File: src/verilog/router_consts.svh
`ifndef ROUTER_CONSTS_SVH
`define ROUTER_CONSTS_SVH

// Entries per output FIFO.
`define ROUTER_FIFO_DEPTH 16

// Pointer width with the wrap bit.
`define ROUTER_PTR_W 5

// Number of output ports.
`define ROUTER_PORTS 3

// Idle cycles before an unread port is flushed.
`define ROUTER_FLUSH_CYCLES 30

// Flush timer width.
`define ROUTER_TIMER_W 5

`endif
File: src/verilog/router_pkg.sv
`default_nettype none

package router_pkg;

  typedef logic [7:0] byte_t;

  typedef logic [1:0] addr_t;

  typedef struct packed {
    logic  first;  // Set on the header byte.
    byte_t data;
  } fifo_word_t;

  typedef enum logic [2:0] {
    DECODE_ADDRESS     = 3'b000,
    LOAD_FIRST_DATA    = 3'b001,
    LOAD_DATA          = 3'b010,
    WAIT_TILL_EMPTY    = 3'b011,
    CHECK_PARITY_ERROR = 3'b100,
    LOAD_PARITY        = 3'b101,
    FIFO_FULL_STATE    = 3'b110,
    LOAD_AFTER_FULL    = 3'b111
  } router_state_e;

endpackage

`default_nettype wire

File: src/verilog/router_top.sv
`timescale 1ns/1ps
`default_nettype none
`include "router_consts.svh"

module router_top (
  input  logic              clk,
  input  logic              rst,
  input  logic              pkt_valid,
  input  router_pkg::byte_t data_in,
  input  logic              read_enb_0,
  input  logic              read_enb_1,
  input  logic              read_enb_2,
  output router_pkg::byte_t data_out_0,
  output router_pkg::byte_t data_out_1,
  output router_pkg::byte_t data_out_2,
  output logic              valid_out_0,
  output logic              valid_out_1,
  output logic              valid_out_2,
  output logic              busy,
  output logic              err
);
  import router_pkg::*;

  logic detect_addr, lfd_state, ld_state, laf_state, full_state;
  logic rst_int_reg, write_enb_reg;
  logic sel_empty, sel_full, soft_rst_any;
  logic parity_done, low_pkt_valid;
  fifo_word_t fifo_din;

  logic [`ROUTER_PORTS-1:0] empty, full, write_enb, soft_rst, valid_out, read_enb;
  byte_t                    dout [`ROUTER_PORTS];

  assign read_enb  = {read_enb_2, read_enb_1, read_enb_0};
  assign valid_out = ~empty;
  assign {valid_out_2, valid_out_1, valid_out_0} = valid_out;
  assign data_out_0 = dout[0];
  assign data_out_1 = dout[1];
  assign data_out_2 = dout[2];

  router_fsm u_fsm (.*);

  router_reg u_reg (.*);

  router_sync u_sync (.*);

  for (genvar i = 0; i < `ROUTER_PORTS; i++) begin : g_fifo
    router_fifo u_fifo (
      .clk      (clk),
      .rst      (rst),
      .soft_rst (soft_rst[i]),
      .write_enb(write_enb[i]),
      .read_enb (read_enb[i]),
      .din      (fifo_din),
      .data_out (dout[i]),
      .empty    (empty[i]),
      .full     (full[i])
    );
  end

endmodule

`default_nettype wire

File: src/verilog/router_fifo.sv
`timescale 1ns/1ps
`default_nettype none
`include "router_consts.svh"

module router_fifo (
  input  logic                   clk,
  input  logic                   rst,
  input  logic                   soft_rst,
  input  logic                   write_enb,
  input  logic                   read_enb,
  input  router_pkg::fifo_word_t din,
  output router_pkg::byte_t      data_out,
  output logic                   empty,
  output logic                   full
);
  import router_pkg::*;

  fifo_word_t               mem [`ROUTER_FIFO_DEPTH];
  logic [`ROUTER_PTR_W-1:0] wr_ptr;
  logic [`ROUTER_PTR_W-1:0] rd_ptr;

  assign empty = (wr_ptr == rd_ptr);
  assign full  = (wr_ptr[`ROUTER_PTR_W-1] != rd_ptr[`ROUTER_PTR_W-1]) &&
                 (wr_ptr[`ROUTER_PTR_W-2:0] == rd_ptr[`ROUTER_PTR_W-2:0]);

  always_ff @(posedge clk) begin
    if (write_enb && !full) begin
      mem[wr_ptr[`ROUTER_PTR_W-2:0]] <= din;
    end
    if (read_enb && !empty) begin
      data_out <= mem[rd_ptr[`ROUTER_PTR_W-2:0]].data;  // Registered read.
    end
  end

  always_ff @(posedge clk) begin
    if (!rst || soft_rst) begin
      wr_ptr <= '0;
      rd_ptr <= '0;
    end else begin
      if (write_enb && !full) begin
        wr_ptr <= wr_ptr + 1'b1;
      end
      if (read_enb && !empty) begin
        rd_ptr <= rd_ptr + 1'b1;
      end
    end
  end

  a_no_write_full: assert property (@(posedge clk) disable iff (!rst)
    write_enb |-> !full);

  // The controller only starts a packet into a drained FIFO.
  a_header_on_empty: assert property (@(posedge clk) disable iff (!rst || soft_rst)
    (write_enb && din.first) |-> empty);

endmodule

`default_nettype wire

File: src/verilog/router_sync.sv
`timescale 1ns/1ps
`default_nettype none
`include "router_consts.svh"

module router_sync (
  input  logic                     clk,
  input  logic                     rst,
  input  logic                     detect_addr,
  input  logic                     pkt_valid,
  input  logic                     write_enb_reg,
  input  router_pkg::byte_t        data_in,
  input  logic [`ROUTER_PORTS-1:0] empty,
  input  logic [`ROUTER_PORTS-1:0] full,
  input  logic [`ROUTER_PORTS-1:0] valid_out,
  input  logic [`ROUTER_PORTS-1:0] read_enb,
  output logic                     sel_empty,
  output logic                     sel_full,
  output logic                     soft_rst_any,
  output logic [`ROUTER_PORTS-1:0] write_enb,
  output logic [`ROUTER_PORTS-1:0] soft_rst
);
  import router_pkg::*;

  addr_t                     addr_q;
  addr_t                     cur_addr;
  logic                      addr_bad;
  logic [`ROUTER_PORTS-1:0]  addr_hot;
  logic [`ROUTER_TIMER_W-1:0] idle_cnt [`ROUTER_PORTS];

  always_ff @(posedge clk) begin
    if (!rst) begin
      addr_q <= '0;
    end else if (detect_addr && pkt_valid) begin
      addr_q <= data_in[1:0];
    end
  end

  assign cur_addr = detect_addr ? data_in[1:0] : addr_q;
  assign addr_bad = (cur_addr == addr_t'(`ROUTER_PORTS));

  always_comb begin
    for (int i = 0; i < `ROUTER_PORTS; i++) begin
      addr_hot[i] = (cur_addr == addr_t'(i));
    end
  end

  // Address 3 selects no FIFO and shows as both empty and full.
  assign sel_empty    = addr_bad || |(empty & addr_hot);
  assign sel_full     = addr_bad || |(full & addr_hot);
  assign write_enb    = write_enb_reg ? addr_hot : '0;
  assign soft_rst_any = |(soft_rst & addr_hot);

  always_ff @(posedge clk) begin
    if (!rst) begin
      soft_rst <= '0;
      for (int i = 0; i < `ROUTER_PORTS; i++) begin
        idle_cnt[i] <= '0;
      end
    end else begin
      for (int i = 0; i < `ROUTER_PORTS; i++) begin
        soft_rst[i] <= 1'b0;
        if (valid_out[i] && !read_enb[i]) begin
          if (idle_cnt[i] == `ROUTER_TIMER_W'(`ROUTER_FLUSH_CYCLES - 1)) begin
            soft_rst[i] <= 1'b1;
            idle_cnt[i] <= '0;
          end else begin
            idle_cnt[i] <= idle_cnt[i] + 1'b1;
          end
        end else begin
          idle_cnt[i] <= '0;
        end
      end
    end
  end

endmodule

`default_nettype wire

File: src/verilog/router_reg.sv
`timescale 1ns/1ps
`default_nettype none

module router_reg (
  input  logic                   clk,
  input  logic                   rst,
  input  router_pkg::byte_t      data_in,
  input  logic                   pkt_valid,
  input  logic                   detect_addr,
  input  logic                   lfd_state,
  input  logic                   ld_state,
  input  logic                   laf_state,
  input  logic                   full_state,
  input  logic                   rst_int_reg,
  input  logic                   sel_full,
  output router_pkg::fifo_word_t fifo_din,
  output logic                   parity_done,
  output logic                   low_pkt_valid,
  output logic                   err
);
  import router_pkg::*;

  byte_t hold_header;
  byte_t full_byte;
  byte_t parity_byte;
  byte_t calc_parity;
  logic  hdr_accept;

  assign hdr_accept = detect_addr && pkt_valid && (data_in[1:0] != 2'd3);

  // Payload registers.
  always_ff @(posedge clk) begin
    if (hdr_accept) begin
      hold_header <= data_in;
    end
    if (ld_state && pkt_valid && sel_full) begin
      full_byte <= data_in;  // Byte caught by the stall.
    end
    if (ld_state && !pkt_valid) begin
      parity_byte <= data_in;
    end
  end

  always_ff @(posedge clk) begin
    if (!rst) begin
      calc_parity   <= '0;
      parity_done   <= 1'b0;
      low_pkt_valid <= 1'b0;
      err           <= 1'b0;
    end else begin
      if (hdr_accept) begin
        calc_parity   <= data_in;
        parity_done   <= 1'b0;
        low_pkt_valid <= 1'b0;
        err           <= 1'b0;
      end else if (ld_state && pkt_valid) begin
        calc_parity <= calc_parity ^ data_in;
      end
      if (ld_state && !pkt_valid) begin
        low_pkt_valid <= 1'b1;
      end
      if (low_pkt_valid && !rst_int_reg) begin
        parity_done <= 1'b1;
      end
      if (rst_int_reg) begin
        err           <= (calc_parity != parity_byte);
        low_pkt_valid <= 1'b0;
      end
    end
  end

  always_comb begin
    if (lfd_state) begin
      fifo_din = '{first: 1'b1, data: hold_header};
    end else if (laf_state) begin
      fifo_din = '{first: 1'b0, data: full_byte};
    end else begin
      fifo_din = '{first: 1'b0, data: data_in};
    end
  end

  // The compare needs the parity byte.
  a_err_after_check: assert property (@(posedge clk) disable iff (!rst)
    rst_int_reg |-> low_pkt_valid);

  // A stall always starts with a caught byte.
  a_stall_hold: assert property (@(posedge clk) disable iff (!rst)
    $rose(full_state) |-> $past(ld_state && pkt_valid && sel_full));

endmodule

`default_nettype wire

File: src/verilog/router_fsm.sv
`timescale 1ns/1ps
`default_nettype none

module router_fsm (
  input  logic clk,
  input  logic rst,
  input  logic pkt_valid,
  input  logic sel_empty,
  input  logic sel_full,
  input  logic soft_rst_any,
  input  logic parity_done,
  input  logic low_pkt_valid,
  output logic detect_addr,
  output logic lfd_state,
  output logic ld_state,
  output logic laf_state,
  output logic full_state,
  output logic rst_int_reg,
  output logic write_enb_reg,
  output logic busy
);
  import router_pkg::*;

  router_state_e state;
  router_state_e state_nxt;
  logic          hdr_ok;

  // Address 3 is not a port.
  assign hdr_ok = pkt_valid && !(sel_empty && sel_full);

  always_ff @(posedge clk) begin
    if (!rst) begin
      state <= DECODE_ADDRESS;
    end else if (soft_rst_any) begin
      state <= DECODE_ADDRESS;  // Abandon the packet.
    end else begin
      state <= state_nxt;
    end
  end

  always_comb begin
    state_nxt = state;
    case (state)
      DECODE_ADDRESS: begin
        // Address 3 shows both empty and full, so hdr_ok drops such a header here.
        if (hdr_ok && sel_empty) begin
          state_nxt = LOAD_FIRST_DATA;
        end else if (hdr_ok && sel_full) begin
          state_nxt = WAIT_TILL_EMPTY;
        end else if (hdr_ok && !sel_empty && !sel_full) begin
          state_nxt = WAIT_TILL_EMPTY;
        end
      end
      LOAD_FIRST_DATA: state_nxt = LOAD_DATA;
      LOAD_DATA: begin
        if (!pkt_valid) begin
          state_nxt = LOAD_PARITY;  // Parity byte on the bus.
        end else if (sel_full) begin
          state_nxt = FIFO_FULL_STATE;
        end
      end
      WAIT_TILL_EMPTY: begin
        if (sel_empty) begin
          state_nxt = LOAD_FIRST_DATA;
        end
      end
      FIFO_FULL_STATE: begin
        if (!sel_full) begin
          state_nxt = LOAD_AFTER_FULL;
        end
      end
      LOAD_AFTER_FULL: state_nxt = LOAD_DATA;
      LOAD_PARITY: begin
        state_nxt = low_pkt_valid ? CHECK_PARITY_ERROR : DECODE_ADDRESS;
      end
      CHECK_PARITY_ERROR: begin
        if (parity_done) begin
          state_nxt = DECODE_ADDRESS;
        end
      end
      default: state_nxt = DECODE_ADDRESS;
    endcase
  end

  assign detect_addr = (state == DECODE_ADDRESS);
  assign lfd_state   = (state == LOAD_FIRST_DATA);
  assign ld_state    = (state == LOAD_DATA);
  assign laf_state   = (state == LOAD_AFTER_FULL);
  assign full_state  = (state == FIFO_FULL_STATE);
  assign rst_int_reg = (state == CHECK_PARITY_ERROR);
  assign write_enb_reg = lfd_state || laf_state || (ld_state && pkt_valid && !sel_full);
  assign busy = !(state == DECODE_ADDRESS || state == LOAD_DATA);

  // A packet starts only into a drained FIFO.
  a_start_empty: assert property (@(posedge clk) disable iff (!rst)
    lfd_state |-> sel_empty);

endmodule

`default_nettype wire

File: config.mk
export PLATFORM = sky130hd
export DESIGN_NAME = router_top
export DESIGN_NICKNAME = d
export VERILOG_FILES = /design/src/verilog/router_pkg.sv /design/src/verilog/router_top.sv /design/src/verilog/router_fifo.sv /design/src/verilog/router_sync.sv /design/src/verilog/router_reg.sv /design/src/verilog/router_fsm.sv
export VERILOG_INCLUDE_DIRS = /design/src /design/src/verilog
export SDC_FILE = /design/constraint.sdc
export NUM_CORES = 1
export LEC_CHECK = 0
export BUFFER_PORTS_ARGS = -buffer_cell sky130_fd_sc_hd__buf_2
export CORE_MARGIN = 2
export CORE_UTILIZATION = 33
export DETAILED_ROUTE_END_ITERATION = 8
export PLACE_DENSITY = 0.49
export SLEW_MARGIN = 5
export SYNTH_ARGS = -nofsm -noshare
export SYNTH_HDL_FRONTEND = slang
export SYNTH_SLANG_ARGS = --single-unit
File: constraint.sdc
create_clock -name clk -period 3.6 [get_ports clk]
set_input_delay 0.54 -clock clk [delete_from_list [all_inputs] [get_ports clk]]
set_output_delay 0.54 -clock clk [all_outputs]
set_load 0.02 [all_outputs]
## After elaboration in Yosys (flattened, before gate mapping)

Memory sizes are Yosys's and may differ from the RTL's. A register that Yosys moved wholly into a read port is not among the register bits.
Cells that the tools add are included.
Widths: inputs -> output; s select.

| storage, ports and cells | value |
|---|---|
| register bits | 73 |
| memory bits (writable) | 447 |
| input bits | 14 |
| output and inout bits | 29 |
| memories | 4 |

Memories:

| name | depth | width | rd ports | clocked after memory_dff | write ports | line | source |
|---|---|---|---|---|---|---|---|
| g_fifo[0].u_fifo.mem | 16 | 9 | 1 | 1 | 1 | router_fifo.sv:18 | `` fifo_word_t mem [`ROUTER_FIFO_DEPTH]; `` |
| g_fifo[1].u_fifo.mem | 16 | 9 | 1 | 1 | 1 | router_fifo.sv:18 |  |
| g_fifo[2].u_fifo.mem | 16 | 9 | 1 | 1 | 1 | router_fifo.sv:18 |  |
| u_sync.idle_cnt | 3 | 5 | 3 | 0 | 3 | router_sync.sv:28 | `` logic [`ROUTER_TIMER_W-1:0] idle_cnt [`ROUTER_PORTS]; `` |

| cells by class | value |
|---|---|
| add/sub/neg operators | 9 |
| eq/ne operators | 29 |
| multiplexer cells | 69 |
| bitwise logic cells | 15 |
| reduce and logical (&&, ||, !) cells | 61 |

Operators by type and width:

| cell | number |
|---|---|
| $add 5x1->5 const B | 9 |
| $mux 5 | 9 |
| $mux 1 | 44 |
| $mux 3 | 10 |
| $logic_and 1x1->1 | 25 |
| $mux 8 | 3 |
| $pmux 3 s7 | 1 |
| $logic_not 1->1 | 16 |
| $eq 5x5->1 | 3 |
| $eq 5x5->1 const B | 3 |
| $eq 3x3->1 const B | 4 |
| $eq 4x4->1 | 3 |
| $and 3x3->3 | 3 |
| $mux 9 | 1 |
| $or 1x1->1 | 9 |
| $logic_or 1x1->1 | 8 |
| $ne 8x8->1 | 1 |
| $reduce_bool 2->1 | 4 |
| $xor 8x8->8 | 1 |
| $eq 3x2->1 const B | 2 |
| $ne 2x2->1 const B | 3 |
| $reduce_or 3->1 | 2 |
| $reduce_and 5->1 | 1 |
| $eq 2x2->1 const B | 2 |
| 13 further kinds | 16 |

## Depth between registers and ports, before layout

| logic depth | value |
|---|---|
| word-level depth | 15 |
| depth in mapped cells | 8 |
| mapped depth without buffers | 6 |

## Cells and area by module

A second synthesis with hierarchy kept.

| unflattened totals | value |
|---|---|
| cells, all modules | 1111 |
| area, all modules | 20646.1 um^2 |

By module, submodules not included:

| module | times used | cells each | area an instance (um^2) |
|---|---|---|---|
| router_fifo at g_fifo[0].u_fifo ... | 2 | 285 | 5935.7 |
| router_fifo at g_fifo[2].u_fifo | 1 | 284 | 5910.7 |
| router_reg | 1 | 121 | 1526.5 |
| router_sync | 1 | 95 | 1048.5 |
| router_fsm | 1 | 38 | 277.8 |
| router_top | 1 | 3 | 11.3 |

## Least setup slack after synthesis

OpenSTA, ideal clock, no wires.

| timing path | value |
|---|---|
| kind | in2reg |
| start | input port data_in[0] |
| end | memory g_fifo[0].u_fifo.mem[0][0] (netlist name) (data pin) |
| setup time | 0.462 ns |
| arrival time | 2.446 ns |
| data required time | 3.138 ns |
| path slack | 0.691 ns |
| stages | 5 |
| path buffers | 1 |
| cells stage by stage | clkbuf_1 > inv_1 > a21oi_1 > o22ai_1 > a21oi_1 |

RTL lines:

| element | line | source |
|---|---|---|
| start: declaration | router_top.sv:9 | `input router_pkg::byte_t data_in,` |
| end: declaration | router_fifo.sv:18 |  |

## Worst setup path in the final report

| timing path | value |
|---|---|
| start | register u_fsm.state[0] |
| end | memory g_fifo[0].u_fifo.mem[11][7] (netlist name) (enable) |

| on the way | value |
|---|---|
| word-level cells in the longest chain between the ends | 13 |

Ends and longest elaborated chain:

| element | line | source |
|---|---|---|
| start: declaration | router_fsm.sv:24 | `router_state_e state;` |
| start signal: assignment | router_fsm.sv:37 | `state <= state_nxt;` |
| $logic_not 3->1 | router_fsm.sv:85 | `assign detect_addr = (state == DECODE_ADDRESS);` |
| $mux 2 | router_sync.sv:38 | `assign cur_addr = detect_addr ? data_in[1:0] : addr_q;` |
| $eq 2x1->1, or another cell as far along | router_sync.sv:43 | `addr_hot[i] = (cur_addr == addr_t'(i));` |
| $and 3x3->3 | router_sync.sv:49 | `assign sel_full = addr_bad \|\| \|(full & addr_hot);` |
| $reduce_or 3->1 | router_sync.sv:49 |  |
| $logic_or 1x1->1 | router_sync.sv:49 |  |
| $logic_not 1->1 | router_fsm.sv:91 | `assign write_enb_reg = lfd_state \|\| laf_state \|\| (ld_state && pkt_valid && !sel_full);` |
| $logic_and 1x1->1 | router_fsm.sv:91 |  |
| $logic_or 1x1->1 | router_fsm.sv:91 |  |
| $mux 3 * | router_sync.sv:50 | `assign write_enb = write_enb_reg ? addr_hot : '0;` |
| $logic_and 1x1->1 * | router_fifo.sv:27 | `if (write_enb && !full) begin` |
| $mux 1 * | router_fifo.sv:27 |  |
| $mux 1 * | router_fifo.sv:28 | `` mem[wr_ptr[`ROUTER_PTR_W-2:0]] <= din; `` |

Mark *: on every way between the ends. The rest lies on a longest branch, timed or not.

==> metrics list <==
- Count of vias placed by the detailed router: 9940
- Clock latency on the worst-skew pair, taken at its later pin, is 0.61 ns.
* Chip Height: around 250 µm
* Part of the Yosys area used for sequential elements: 0.720
* Setup Crit Path Kind: reg -> reg
* Setup repair after global routing missed its margin: no
- Worst-path maximum fanout: 18
* Final GP Congestion: approximately 0.74
- Between clock sinks in the finished design, the worst skew comes to approximately 0.021 ns.
- H-tree depth reported by CTS: 2
* Maximum frequency from static timing analysis: approximately 330 MHz
- Clock buffers created by TritonCTS: 52
* Min Tclk post-route: just over 3 ns
- Counting flops with a built-in enable in the synthesized netlist gives 447.
- The tightest min-delay check is of the in -> reg type.
- Post-CTS repair changed the size of 0 cells.
- For the pin with the worst max-slew slack, the measured transition is slightly above 0.8 ns.
* R2R Setup Slk: around 0.53 ns
- Relative to the synthesized area, the layout overhead comes to 15.7%.
* Area of the multi-input gates: roughly 5400 µm²
- Clock-pin slew was measured on the worst setup and hold paths at around 0.06 ns.
- Critical path capture point: g_fifo[0].u_fifo.mem[11][7]$_DFFE_PP_
* Area occupied by registers: 14400 µm²
- For this run, the slowest stage of the critical path takes between 0.7 and 0.8 ns.
- Leak pwr: between 0.007 and 0.008 µW
- Net count reported at finish: 1219
- The filler cells instantiated in the layout total roughly 5500.
* Reg-to-Reg End: g_fifo[0].u_fifo.mem[11][7]$_DFFE_PP_
- Number of buffers inserted by post-CTS setup repair: 0
* Remaining routing DRC violations: 0
* Clock tree sinks: 496
- The first detailed-routing pass took 5 iterations.
- First-pass GRT wire length: around 67000 µm
* Number of buffer and inverter instances along the worst setup path: 0
- Max-cap viol count: 0
- The signal on the critical path passes through a21boi_0 > a311oi_2 > o211a_1 > nand2_1 > nor2_1.
- The synthesized design contains about 500 register bits.
- Total routing usage reported by global routing: 0.144
* Die W: approximately 250 µm
* Number of nets with antenna violations after routing: 0
* Starting utilization of the core area: 0.333
- Antenna violations before repair: 2
- During synthesis, Yosys emitted a total of 0 warnings.
- Count of cell types in the netlist: a little under 60
* FF-to-FF path depth: 5
* Mean instance size in the synthesized netlist: between 15 and 20 µm²
- The die covers 62600 µm².
- For this design the ratio of total power to cell area is approximately 680 nW/µm².
* Data required, critical path: about 3.8 ns
- In this run, the number of DRC markers left after iteration 0 of detailed routing was roughly 780.
- Placeable core area: approximately 60000 µm²
* Number of global-route vias before repair: 10344
- DR WL/cell: 22.2 µm
- Data on the critical path arrives at its endpoint at between 3 and 4 ns.
- For this run, the number of standard cells in the final layout without fillers is approximately 2000.
- For this design, the slowest cell found on the critical path is sky130_fd_sc_hd__dfxtp_1.
- Antenna Diode Count: 0
* Final setup vio count: 0
- Detailed-placement wirelength estimate: roughly 28000 µm
- Number of buffer cells added on primary ports: 42
* Gate count of the mapped netlist: 1080
* Reg2reg start: u_fsm.state[0]$_SDFFE_PP0P_
* Run status: finished clean
* Total overflow reported by the global router: 0
- Type of element capturing the critical path: register
- Cts hold-fix bufs: 0
- In the final layout, the share of cells above drive strength 1 is 0.248.
- The floorplan has 90 rows.
- Start point of the critical path: u_fsm.state[0]$_SDFFE_PP0P_
- Final hold vios: 0
- Root Buffer Master: sky130_fd_sc_hd__clkbuf_16
* Count of pins over their slew limit: 0
- Routed via count divided by cell count: between 4 and 5
- Of all flip-flops after synthesis, the portion carrying an async set or reset was 0.
- Relative slew slack: 0.459
- Synthesized area: between 15000 and 20000 µm²
* Instance count on the critical path: 5
* Number of placed instances, taps included: 1912
* Final critical-path share of the clock period: 0.852
- TritonCTS built the clock tree.
- Wires add up to 44500 µm.
* Gate family responsible for the most delay along the worst path: compound AO/OA/AOI/OAI gates
- Sort of element at the start of the critical path: register
- between 40 and 50 I/O pins were placed.
* Peak VDD IR: approximately 360 µV
- Entering global routing, the biggest net connects roughly 50 pins.
- Setup Total Neg Slack: 0 ns
- Deepest clock path buffer count: 3
* Most used DFF post-synth: sky130_fd_sc_hd__edfxtp_1
power by group:
part | internal (µW) | switching, µW
clock | 2980 | 2220
combinational | 1180 | 1970
sequential | 7120 | 170
cell type report:
cell class | count | area share
Clock inverter | 25 | 0.0106
Tap cell | 782 | 0.0423
Clock buffer | 66 | 0.0594
Timing Repair Buffer | 94 | 0.0287
Multi-Input combinational cell | 524 | 0.234
Sequential cell | 496 | 0.623
Inverter | 16 | 0.00260
synthesized netlist by cell type (3+ instances only):
cell type / count / area [µm²]
sky130_fd_sc_hd__edfxtp_1: 447 / 13400
sky130_fd_sc_hd__nor4bb_1: 3 / 30.0
sky130_fd_sc_hd__o22a_1: 7 / 61.3
sky130_fd_sc_hd__buf_6: 3 / 33.8
sky130_fd_sc_hd__buf_1: 7 / 26.3
sky130_fd_sc_hd__nor2b_1: 8 / 50.1
sky130_fd_sc_hd__nor3_1: 15 / 75.1
sky130_fd_sc_hd__ha_1: 21 / 263
sky130_fd_sc_hd__inv_1: 16 / 60.1
sky130_fd_sc_hd__a21boi_0: 9 / 67.6
sky130_fd_sc_hd__nand4b_1: 3 / 26.3
sky130_fd_sc_hd__mux4_2: 120 / 2700
sky130_fd_sc_hd__xor2_1: 28 / 245
sky130_fd_sc_hd__and3_1: 22 / 138
sky130_fd_sc_hd__clkbuf_1: 25 / 93.8
sky130_fd_sc_hd__xnor2_1: 27 / 236
sky130_fd_sc_hd__and4_1: 4 / 35.0
sky130_fd_sc_hd__nand2_1: 40 / 150
sky130_fd_sc_hd__buf_2: 19 / 95.1
sky130_fd_sc_hd__o211ai_1: 9 / 67.6
sky130_fd_sc_hd__o22ai_1: 16 / 100
sky130_fd_sc_hd__a21oi_1: 20 / 100
sky130_fd_sc_hd__nand4_1: 14 / 87.6
sky130_fd_sc_hd__o21ai_0: 9 / 45.0
sky130_fd_sc_hd__a31oi_1: 5 / 31.3
sky130_fd_sc_hd__mux2i_1: 6 / 60.1
sky130_fd_sc_hd__nor2_1: 72 / 270
sky130_fd_sc_hd__nand3_1: 9 / 45.0
sky130_fd_sc_hd__dfxtp_1: 49 / 981
sky130_fd_sc_hd__nor4_1: 4 / 25.0
sky130_fd_sc_hd__nand2b_1: 9 / 56.3
routing by layer:
| layer | up-vias | wire, µm | GRT usage | share of wire |
|---|---|---|---|---|
| li1 | 4515 | - | - | - |
| met3 | 72 | 1770 | 0.0223 | 0.040 |
| met5 | - | 13 | 0 | 0.00029 |
| met4 | 2 | 1090 | 0.0445 | 0.024 |
| met1 | 5150 | 20200 | 0.200 | 0.45 |
| met2 | 201 | 21400 | 0.234 | 0.48 |
how the worst min path moves through the flow:
| stage | start | end | slack (ns) | depth (start not counted) |
|---|---|---|---|---|
| 6_report | read_enb_2 | u_sync.soft_rst[2]$_SDFF_PN0_ | 0.14 | 2 |
| 5_1_grt | read_enb_1 | u_sync.soft_rst[1]$_SDFF_PN0_ | 0.13 | 2 |
| 4_1_cts | read_enb_1 | u_sync.soft_rst[1]$_SDFF_PN0_ | 0.10 | 2 |
| 3_5_place_dp | u_reg.calc_parity[2]$_SDFFE_PN0P_ | u_reg.calc_parity[2]$_SDFFE_PN0P_ | 0.52 | 2 |
| 3_3_place_gp | u_reg.calc_parity[2]$_SDFFE_PN0P_ | u_reg.calc_parity[2]$_SDFFE_PN0P_ | 0.50 | 2 |
| 2_1_floorplan | g_fifo[1].u_fifo.wr_ptr[4]$_SDFFE_PP0P_ | g_fifo[1].u_fifo.wr_ptr[4]$_SDFFE_PP0P_ | 0.47 | 2 |
cells in the final DEF (no fill, tap or decap), drive strengths merged, types with 6 or more instances in the layout:
cell type | netlist | layout
conb | 1 | 15
xnor2 | 27 | 27
ha | 21 | 21
nand2b | 9 | 9
a21boi | 12 | 12
nor2b | 8 | 8
nor2 | 72 | 72
buf | 31 | 94
a21oi | 20 | 20
o21ai | 9 | 9
dfxtp | 49 | 49
nand3 | 9 | 9
edfxtp | 447 | 447
o22a | 7 | 7
inv | 16 | 18
clkbuf | 27 | 66
nand4 | 14 | 14
xor2 | 28 | 28
mux4 | 120 | 120
and3 | 23 | 23
clkinv | 0 | 18
o211ai | 9 | 9
nand2 | 40 | 40
nor3 | 16 | 16
mux2i | 6 | 6
o22ai | 16 | 16
metrics by stage:
step	setup slack, ns	utilization	cell area (µm²)	total power, µW	hold WS, ns
2_1_floorplan	0.691	-	20100	9370	0.471
3_3_place_gp	0.662	0.358	21500	10600	0.505
3_5_place_dp	0.538	0.358	21500	10700	0.519
4_1_cts	0.516	0.385	23100	15900	0.104
5_1_grt	0.336	0.385	23100	16300	0.127
6_report	0.532	0.385	23100	15600	0.141
logic make-up after synthesis:
group / count (synthesis) / synth area share
buffers and inverters: 74 / 0.0167
other: 1 / 0.000188
AOI/OAI and AO/OA: 92 / 0.0320
DFF: 496 / 0.720
adders and majority gates: 21 / 0.0131
muxes: 129 / 0.140
and+or+nand+nor: 212 / 0.0537
xor gates and xnor gates: 55 / 0.0241
state kept, by name, summed over array words and instances (netlist names):
name,cells
g_fifo.u_fifo.rd_ptr,15
u_reg.parity_byte,8
u_sync.soft_rst,3
g_fifo.u_fifo.mem,384
u_reg.err,1
u_reg.full_byte,8
g_fifo.u_fifo.wr_ptr,15
g_fifo.u_fifo.data_out,24
u_reg.low_pkt_valid,1
u_reg.hold_header,8
u_sync.idle_cnt,15
u_reg.calc_parity,8
u_fsm.state,3
u_sync.addr_q,2
u_reg.parity_done,1
(Power assumes the default switching activity.)
